===== src/design/cpu_macros.svh =====
`ifndef CPU_MACROS_SVH
`define CPU_MACROS_SVH

`define CPU_DATA_W    8
`define CPU_ADDR_W    8
`define CPU_MEM_DEPTH 256

// Opcodes live in the upper nibble of the first instruction byte.
`define OP_NOP 4'd0
`define OP_LDI 4'd1
`define OP_LDA 4'd2
`define OP_STA 4'd3
`define OP_ADD 4'd4
`define OP_SUB 4'd5
`define OP_AND 4'd6
`define OP_OR  4'd7
`define OP_XOR 4'd8
`define OP_JMP 4'd9
`define OP_JZ  4'd10
`define OP_JC  4'd11
`define OP_HLT 4'd12

`endif


===== src/design/cpuPkg.sv =====
`include "cpu_macros.svh"

package cpuPkg;

	typedef logic [`CPU_DATA_W-1:0] byteT;
	typedef logic [`CPU_ADDR_W-1:0] addrT;

	typedef enum logic [3:0] {
		NOP = `OP_NOP,
		LDI = `OP_LDI,
		LDA = `OP_LDA,
		STA = `OP_STA,
		ADD = `OP_ADD,
		SUB = `OP_SUB,
		AND = `OP_AND,
		OR  = `OP_OR,
		XOR = `OP_XOR,
		JMP = `OP_JMP,
		JZ  = `OP_JZ,
		JC  = `OP_JC,
		HLT = `OP_HLT
	} opcodeT;

	// Pass-B must stay at zero so an all-zero control word is a NOP.
	typedef enum logic [2:0] {
		ALU_PASS_B = 3'd0,
		ALU_ADD    = 3'd1,
		ALU_SUB    = 3'd2,
		ALU_AND    = 3'd3,
		ALU_OR     = 3'd4,
		ALU_XOR    = 3'd5
	} aluOpT;

	typedef struct packed {
		aluOpT aluOp;
		logic  operandFromMem;
		logic  accWrite;
		logic  flagWrite;
		logic  memWrite;
		logic  jump;
		logic  jumpIfZero;
		logic  jumpIfCarry;
		logic  halt;
	} ctrlT;

	typedef struct packed {
		logic zero;
		logic carry;
	} flagsT;

	typedef enum logic [2:0] {
		IDLE,
		FETCH_OP,
		FETCH_ARG,
		EXEC,
		HALT
	} seqStateT;

endpackage


===== src/design/cpuDecoder.sv =====
`timescale 1ns/1ps

module cpuDecoder (
	input  cpuPkg::byteT opcodeByte,
	output cpuPkg::ctrlT ctrl
);

	cpuPkg::opcodeT op;

	// Low nibble is ignored.
	assign op = cpuPkg::opcodeT'(opcodeByte[7:4]);

	always_comb begin
		ctrl = '0;
		case (op)
			cpuPkg::LDI: begin
				ctrl.aluOp     = cpuPkg::ALU_PASS_B;
				ctrl.accWrite  = 1'b1;
				ctrl.flagWrite = 1'b1;
			end
			cpuPkg::LDA: begin
				ctrl.aluOp          = cpuPkg::ALU_PASS_B;
				ctrl.operandFromMem = 1'b1;
				ctrl.accWrite       = 1'b1;
				ctrl.flagWrite      = 1'b1;
			end
			cpuPkg::STA: ctrl.memWrite = 1'b1;
			cpuPkg::ADD, cpuPkg::SUB, cpuPkg::AND, cpuPkg::OR, cpuPkg::XOR: begin
				ctrl.operandFromMem = 1'b1;
				ctrl.accWrite       = 1'b1;
				ctrl.flagWrite      = 1'b1;
				case (op)
					cpuPkg::ADD: ctrl.aluOp = cpuPkg::ALU_ADD;
					cpuPkg::SUB: ctrl.aluOp = cpuPkg::ALU_SUB;
					cpuPkg::AND: ctrl.aluOp = cpuPkg::ALU_AND;
					cpuPkg::OR:  ctrl.aluOp = cpuPkg::ALU_OR;
					default:     ctrl.aluOp = cpuPkg::ALU_XOR;
				endcase
			end
			cpuPkg::JMP: ctrl.jump = 1'b1;
			cpuPkg::JZ:  ctrl.jumpIfZero = 1'b1;
			cpuPkg::JC:  ctrl.jumpIfCarry = 1'b1;
			cpuPkg::HLT: ctrl.halt = 1'b1;
			// NOP and codes 13 to 15.
			default: ctrl = '0;
		endcase
	end

endmodule


===== src/design/cpuExecute.sv =====
`timescale 1ns/1ps
`include "cpu_macros.svh"

module cpuExecute (
	input  cpuPkg::ctrlT  ctrl,
	input  cpuPkg::byteT  acc,
	input  cpuPkg::flagsT flags,
	input  cpuPkg::byteT  operand,
	output cpuPkg::byteT  result,
	output cpuPkg::flagsT nextFlags,
	output logic          takeJump
);

	logic [`CPU_DATA_W:0] wide;
	logic                 arith;

	always_comb begin
		wide  = '0;
		arith = 1'b0;
		case (ctrl.aluOp)
			cpuPkg::ALU_ADD: begin
				wide  = {1'b0, acc} + {1'b0, operand};
				arith = 1'b1;
			end
			cpuPkg::ALU_SUB: begin
				// Top bit is the borrow.
				wide  = {1'b0, acc} - {1'b0, operand};
				arith = 1'b1;
			end
			cpuPkg::ALU_AND: wide = {1'b0, acc & operand};
			cpuPkg::ALU_OR:  wide = {1'b0, acc | operand};
			cpuPkg::ALU_XOR: wide = {1'b0, acc ^ operand};
			default:         wide = {1'b0, operand};
		endcase
	end

	assign result = wide[`CPU_DATA_W-1:0];

	// Logic ops and loads clear carry.
	always_comb begin
		nextFlags       = flags;
		nextFlags.zero  = (result == '0);
		nextFlags.carry = arith & wide[`CPU_DATA_W];
	end

	// Branches test the flags left by earlier instructions.
	assign takeJump = ctrl.jump
		| (ctrl.jumpIfZero & flags.zero)
		| (ctrl.jumpIfCarry & flags.carry);

endmodule


===== src/design/cpuMemory.sv =====
`timescale 1ns/1ps
`include "cpu_macros.svh"

module cpuMemory (
	input  logic         clk,
	input  logic         nRst,
	input  cpuPkg::addrT address,
	input  cpuPkg::byteT in,
	input  logic         we,
	output cpuPkg::byteT out
);

	cpuPkg::byteT mem [`CPU_MEM_DEPTH];

	// Asynchronous read.
	assign out = mem[address];

	always_ff @(posedge clk or negedge nRst) begin
		if (!nRst) begin
			for (int i = 0; i < `CPU_MEM_DEPTH; i++) begin
				mem[i] <= '0;
			end
		end else if (we) begin
			mem[address] <= in;
		end
	end

endmodule


===== src/design/cpuResult.sv =====
`timescale 1ns/1ps

module cpuResult (
	input  logic          clk,
	input  logic          nRst,
	input  logic          accWrite,
	input  logic          flagWrite,
	input  cpuPkg::byteT  result,
	input  cpuPkg::flagsT nextFlags,
	output cpuPkg::byteT  acc,
	output cpuPkg::flagsT flags
);

	// Accumulator.
	always_ff @(posedge clk or negedge nRst) begin
		if (!nRst) begin
			acc <= '0;
		end else if (accWrite) begin
			acc <= result;
		end
	end

	// Zero and carry.
	always_ff @(posedge clk or negedge nRst) begin
		if (!nRst) begin
			flags <= '0;
		end else if (flagWrite) begin
			flags <= nextFlags;
		end
	end

endmodule


===== src/design/cpuSequencer.sv =====
`timescale 1ns/1ps

module cpuSequencer (
	input  logic          clk,
	input  logic          nRst,
	input  logic          run,
	input  cpuPkg::addrT  hostAddr,
	input  cpuPkg::byteT  hostData,
	input  logic          hostWe,
	input  cpuPkg::byteT  memOut,
	output cpuPkg::addrT  memAddr,
	output cpuPkg::byteT  memIn,
	output logic          memWe,
	output cpuPkg::byteT  acc,
	output cpuPkg::flagsT flags,
	output cpuPkg::addrT  pc,
	output logic          halted
);

	cpuPkg::seqStateT state;
	cpuPkg::seqStateT nextState;
	cpuPkg::byteT     opReg;
	cpuPkg::byteT     argReg;
	cpuPkg::ctrlT     ctrl;
	cpuPkg::byteT     operand;
	cpuPkg::byteT     result;
	cpuPkg::flagsT    nextFlags;
	logic             takeJump;
	logic             inExec;
	logic             hostOwned;

	assign inExec    = (state == cpuPkg::EXEC);
	assign hostOwned = (state == cpuPkg::IDLE) || (state == cpuPkg::HALT);
	assign halted    = (state == cpuPkg::HALT);

	always_comb begin
		nextState = state;
		if (!run) begin
			nextState = cpuPkg::IDLE;
		end else begin
			case (state)
				cpuPkg::IDLE:      nextState = cpuPkg::FETCH_OP;
				cpuPkg::FETCH_OP:  nextState = cpuPkg::FETCH_ARG;
				cpuPkg::FETCH_ARG: nextState = cpuPkg::EXEC;
				cpuPkg::EXEC:      nextState = ctrl.halt ? cpuPkg::HALT : cpuPkg::FETCH_OP;
				default:           nextState = cpuPkg::HALT;
			endcase
		end
	end

	always_ff @(posedge clk or negedge nRst) begin
		if (!nRst) begin
			state <= cpuPkg::IDLE;
		end else begin
			state <= nextState;
		end
	end

	// Program counter, wraps at 256.
	always_ff @(posedge clk or negedge nRst) begin
		if (!nRst) begin
			pc <= '0;
		end else begin
			case (state)
				cpuPkg::IDLE: pc <= '0;
				cpuPkg::FETCH_OP, cpuPkg::FETCH_ARG: pc <= pc + cpuPkg::addrT'(1);
				cpuPkg::EXEC: begin
					if (takeJump) begin
						pc <= argReg;
					end
				end
				default: pc <= pc;
			endcase
		end
	end

	// Instruction bytes.
	always_ff @(posedge clk) begin
		if (state == cpuPkg::FETCH_OP) begin
			opReg <= memOut;
		end
		if (state == cpuPkg::FETCH_ARG) begin
			argReg <= memOut;
		end
	end

	always_comb begin
		case (state)
			cpuPkg::FETCH_OP, cpuPkg::FETCH_ARG: memAddr = pc;
			cpuPkg::EXEC:                        memAddr = argReg;
			default:                             memAddr = hostAddr;
		endcase
	end

	assign memIn = hostOwned ? hostData : acc;
	assign memWe = hostOwned ? hostWe : (inExec & ctrl.memWrite);

	// Memory holds mem[arg] during EXEC.
	assign operand = ctrl.operandFromMem ? memOut : argReg;

	cpuDecoder cpuDecoder_inst (
		.opcodeByte(opReg),
		.ctrl      (ctrl)
	);

	cpuExecute cpuExecute_inst (
		.ctrl     (ctrl),
		.acc      (acc),
		.flags    (flags),
		.operand  (operand),
		.result   (result),
		.nextFlags(nextFlags),
		.takeJump (takeJump)
	);

	cpuResult cpuResult_inst (
		.clk      (clk),
		.nRst     (nRst),
		.accWrite (inExec & ctrl.accWrite),
		.flagWrite(inExec & ctrl.flagWrite),
		.result   (result),
		.nextFlags(nextFlags),
		.acc      (acc),
		.flags    (flags)
	);

endmodule


===== src/design/cpuTop.sv =====
`timescale 1ns/1ps

module cpuTop (
	input  logic          clk,
	input  logic          nRst,
	input  logic          run,
	input  cpuPkg::addrT  hostAddr,
	input  cpuPkg::byteT  hostData,
	input  logic          hostWe,
	output cpuPkg::byteT  memData,
	output cpuPkg::byteT  acc,
	output cpuPkg::flagsT flags,
	output cpuPkg::addrT  pc,
	output logic          halted
);

	cpuPkg::addrT memAddr;
	cpuPkg::byteT memIn;
	logic         memWe;

	cpuSequencer cpuSequencer_inst (
		.clk     (clk),
		.nRst    (nRst),
		.run     (run),
		.hostAddr(hostAddr),
		.hostData(hostData),
		.hostWe  (hostWe),
		.memOut  (memData),
		.memAddr (memAddr),
		.memIn   (memIn),
		.memWe   (memWe),
		.acc     (acc),
		.flags   (flags),
		.pc      (pc),
		.halted  (halted)
	);

	// Read data doubles as the host readback port.
	cpuMemory cpuMemory_inst (
		.clk    (clk),
		.nRst   (nRst),
		.address(memAddr),
		.in     (memIn),
		.we     (memWe),
		.out    (memData)
	);

endmodule


===== config.mk =====
export PLATFORM = sky130hd
export DESIGN_NAME = cpuTop
export DESIGN_NICKNAME = d
export VERILOG_FILES = /design/src/design/cpuPkg.sv /design/src/design/cpuDecoder.sv /design/src/design/cpuExecute.sv /design/src/design/cpuMemory.sv /design/src/design/cpuResult.sv /design/src/design/cpuSequencer.sv /design/src/design/cpuTop.sv
export VERILOG_INCLUDE_DIRS = /design/src /design/src/design
export SDC_FILE = /design/constraint.sdc
export NUM_CORES = 2
export LEC_CHECK = 0
export BUFFER_PORTS_ARGS = -buffer_cell sky130_fd_sc_hd__buf_2
export CORE_MARGIN = 2
export CORE_UTILIZATION = 45
export CTS_CLUSTER_SIZE = 25
export DETAILED_ROUTE_END_ITERATION = 10
export SLEW_MARGIN = 30
export SYNTH_ARGS = -nofsm -noshare
export SYNTH_HDL_FRONTEND = slang
export SYNTH_SLANG_ARGS = --single-unit

===== constraint.sdc =====
create_clock -name clk -period 5.6 [get_ports clk]
set_input_delay 1.4 -clock clk [delete_from_list [all_inputs] [get_ports clk]]
set_output_delay 1.4 -clock clk [all_outputs]
set_load 0.05 [all_outputs]

==> results_dict.tcl <==
set metrics [dict create \
    initial_core_util 0.4526 \
    synth_largest_area_cell "dfrtp_1" \
    dpl.hpwl_um 248900 \
    drc_errors 0 \
    grt_max_degree 177 \
    syn_nets 10680 \
    place_ws_ns -1.720 \
    worstHoldPathType "flip-flop to flip-flop" \
    path_clk_slew_ns 0.06 \
    setup-tns-final_ns -12.32 \
    cts_sinks 2081 \
    cts_max_level 4 \
    synth_area_leaders "dfrtp_1, nand2_1, o21ai_0, a21oi_1, nor2_1" \
    stdcell_area_sq_mm 0.1169 \
    fin_crit_ns 6.663 \
    grt_pass1_wl_um 563000 \
    totalWireLength_um 383800 \
    clock_path_buffers 3 \
    placed_cell_area_sq_mm 0.1040 \
    vias 85750 \
    hold_slack_ns 0.4725 \
    cts_tree "yes" \
    setup_ws_ns -1.063 \
    clkLatencyLatePin_ns 0.89 \
    hold_viol 0 \
    fin_skew_ns 0.04342 \
    yosysWarnings 0 \
    routabilityCongestion 0.9990 \
    yosysSeqAreaShare 0.5497 \
    antenna_found_initial 18 \
    layout-drive-gt1-share 0.1742 \
    r2r_cells 34 \
    grt.overflow.total 0 \
    worst_path_largest_cell_delay_ns 0.61 \
    worstSetupStartpointType "flip-flop" \
    relSlewSlack 0.2226 \
    drt_iter0_markers 10110 \
    io_pins 47 \
    rsz0062_at_grt "true" \
    final_cell_count_no_fill 14160 \
    powerDensity_mw_per_mm2 466.0 \
    yosys-top-cells-count "nand2_1, dfrtp_1, o21ai_0, a21oi_1, nor2_1" \
    rows 168 \
    slew_violations 0 \
    cp-end-kind "primary output" \
    cts_root_buf "clkbuf_16" \
    syn_inst 10630 \
    max_freq_mhz 150.1 \
    yosysMostFrequentCell "nand2_1" \
    wl_per_cell_um 27.12 \
    rrSetupSlack_ns -0.92 \
    async_flop_share 0.9942 \
    syn_area_sq_mm 0.09485 \
    ir_worst_vdd_uv 1088 \
    netlist-cell-type-count 102 \
    required_ns 4.20 \
    cts_buffers 221 \
    path_max_fanout 10 \
    fin_crit_sh 1.190 \
    drv_cap 0 \
    criticalPathCategory "flip-flop to primary output" \
    violations "negative setup slack" \
    die_area_sq_mm 0.2145 \
    post_synth.cell_area_avg_sq_um 8.924 \
    hold_buffers 0 \
    area_delta_synth_final_pct 23.24 \
    min_path_cells 2 \
    finish.utilization 0.5578 \
    num-nets-final 11200 \
    worstMarginPinSlew_ns 1.166 \
    port_buffers 46 \
    track_usage 0.3509 \
    synthDominantCellAreaShare 0.5459 \
    status "finished, violations left" \
    report.final.setup_viol 17 \
    synth_ff_type "dfrtp_1" \
    ys_ff_latch 2081 \
    p_leak_nw 52.21 \
    arrival_ns 5.26 \
    vias_per_cell 6.058 \
    p_total_mw 54.48 \
    cp_slowest_cell "or4_4" \
    firstDrtPassIters 8 \
    r2r_end "cpuSequencer_inst.cpuResult_inst.flags[1]" \
    place_inst 13550 \
    dieWidth_um 463.1 \
    grt_pass1_vias 81110 \
    path_cells "and3b_4 -> buf_4 -> a22o_4 -> nor2_4 -> buf_12 -> buf_12 -> buf_12 -> buf_6 -> mux2_2 -> a22o_2 -> a21oi_4 -> o22ai_2 -> or4_4 -> nor4_4 -> buf_6 -> inv_2 -> buf_6" \
    worstHoldStart "cpuMemory_inst.mem[1740]" \
    rr_startpoint "cpuSequencer_inst.state[1]" \
    ant_nets 0 \
    synth_edf_count 12 \
    die_h_um 463.1 \
    core_area_sq_mm 0.2096 \
    hold_end "cpuMemory_inst.mem[1740]" \
]
[routing by layer]
layer,routed length (um),track usage
met5,218,0
met4,21640,0.1706
met3,37930,0.07528
met2,168500,0.5261
met1,155500,0.4836
[repair_timing]
action | in CTS | in global routing
buffers inserted | 112 | 51
pin swaps | 90 | 59
setup endpoints to repair | 18 | 17
cloned | 28 | 4
gates resized for setup | 344 | 225
[area by class of cell]
type                    count  area, sq um
diodes                      7        17.52
well taps                2805         3510
clock inverters            86         1364
inverters                  33        128.9
clock buffers             325         6588
multi-input cells        7590        40730
repair buffers           1228        12420
flip-flops and latches   2081        52140
fillers                 18580        92680
[power by group]
group / switching, mW / total [mW] / internal, mW
clock: 6.53 / 16.0 / 9.45
combinational: 12.7 / 20.3 / 7.55
sequential: 1.19 / 18.2 / 17.1
[critical path: cells and delay by family (launching register included)]
kind	cells	cell delay, ns
flops	1	0.49
simple gates	4	1.38
buf+inv	8	1.20
compound gates	4	0.92
mux	1	0.35
[how the worst max path moves through the flow]
stage	start	to	slack, ns
2_1_floorplan	hostAddr[0]	cpuSequencer_inst.cpuResult_inst.flags[1]	-0.58
4_1_cts	cpuSequencer_inst.state[1]	memData[1]	-0.94
6_report	cpuSequencer_inst.state[1]	memData[7]	-1.06
3_3_place_gp	hostAddr[0]	cpuSequencer_inst.cpuResult_inst.flags[1]	-2.08
5_1_grt	cpuSequencer_inst.state[1]	memData[7]	-1.13
3_5_place_dp	hostAddr[0]	cpuSequencer_inst.cpuResult_inst.flags[1]	-1.72
[kinds of logic after synthesis]
logic type | count (synthesis) | share of synthesized area
and+or+nand+nor | 3806 | 0.1617
xor gates and xnor gates | 14 | 0.001570
buffers and inverters | 958 | 0.04340
AOI/OAI and AO/OA | 3492 | 0.2132
muxes | 248 | 0.02654
DFF | 2081 | 0.5497
adders and majority gates | 29 | 0.003905
[registers in the layout, indices dropped and copies added, names as in the netlist]
signal                                  count
cpuMemory_inst.mem                       2048
cpuSequencer_inst.pc                        8
cpuSequencer_inst.state                     3
cpuSequencer_inst.cpuResult_inst.acc        8
cpuSequencer_inst.opReg                     4
cpuSequencer_inst.argReg                    8
cpuSequencer_inst.cpuResult_inst.flags      2
[layout by cell type (no fill, tap or decap), types with 19 or more instances in the layout]
| cell | count |
|---|---|
| nand2_1 | 2668 |
| buf_16 | 31 |
| dfrtp_1 | 2067 |
| a31oi_1 | 69 |
| clkbuf_16 | 230 |
| nor3_1 | 19 |
| nor2_1 | 637 |
| a221oi_1 | 68 |
| nand4_1 | 26 |
| buf_2 | 38 |
| mux2i_1 | 190 |
| ha_1 | 26 |
| and3_1 | 160 |
| buf_4 | 897 |
| nor4_1 | 20 |
| a211oi_1 | 213 |
| buf_8 | 26 |
| o41ai_1 | 21 |
| o41ai_2 | 21 |
| o21ai_0 | 1623 |
| a22oi_1 | 66 |
| o221ai_1 | 19 |
| mux2i_2 | 26 |
| a21oi_1 | 930 |
| clkbuf_1 | 43 |
| a311oi_1 | 86 |
| a211oi_2 | 36 |
| bufinv_16 | 28 |
| inv_1 | 25 |
| clkinv_2 | 34 |
| clkbuf_8 | 56 |
| a21oi_2 | 29 |
| buf_12 | 139 |
| buf_6 | 78 |
| nand3_1 | 162 |
| a32oi_1 | 27 |
(Power assumes the default switching activity.)
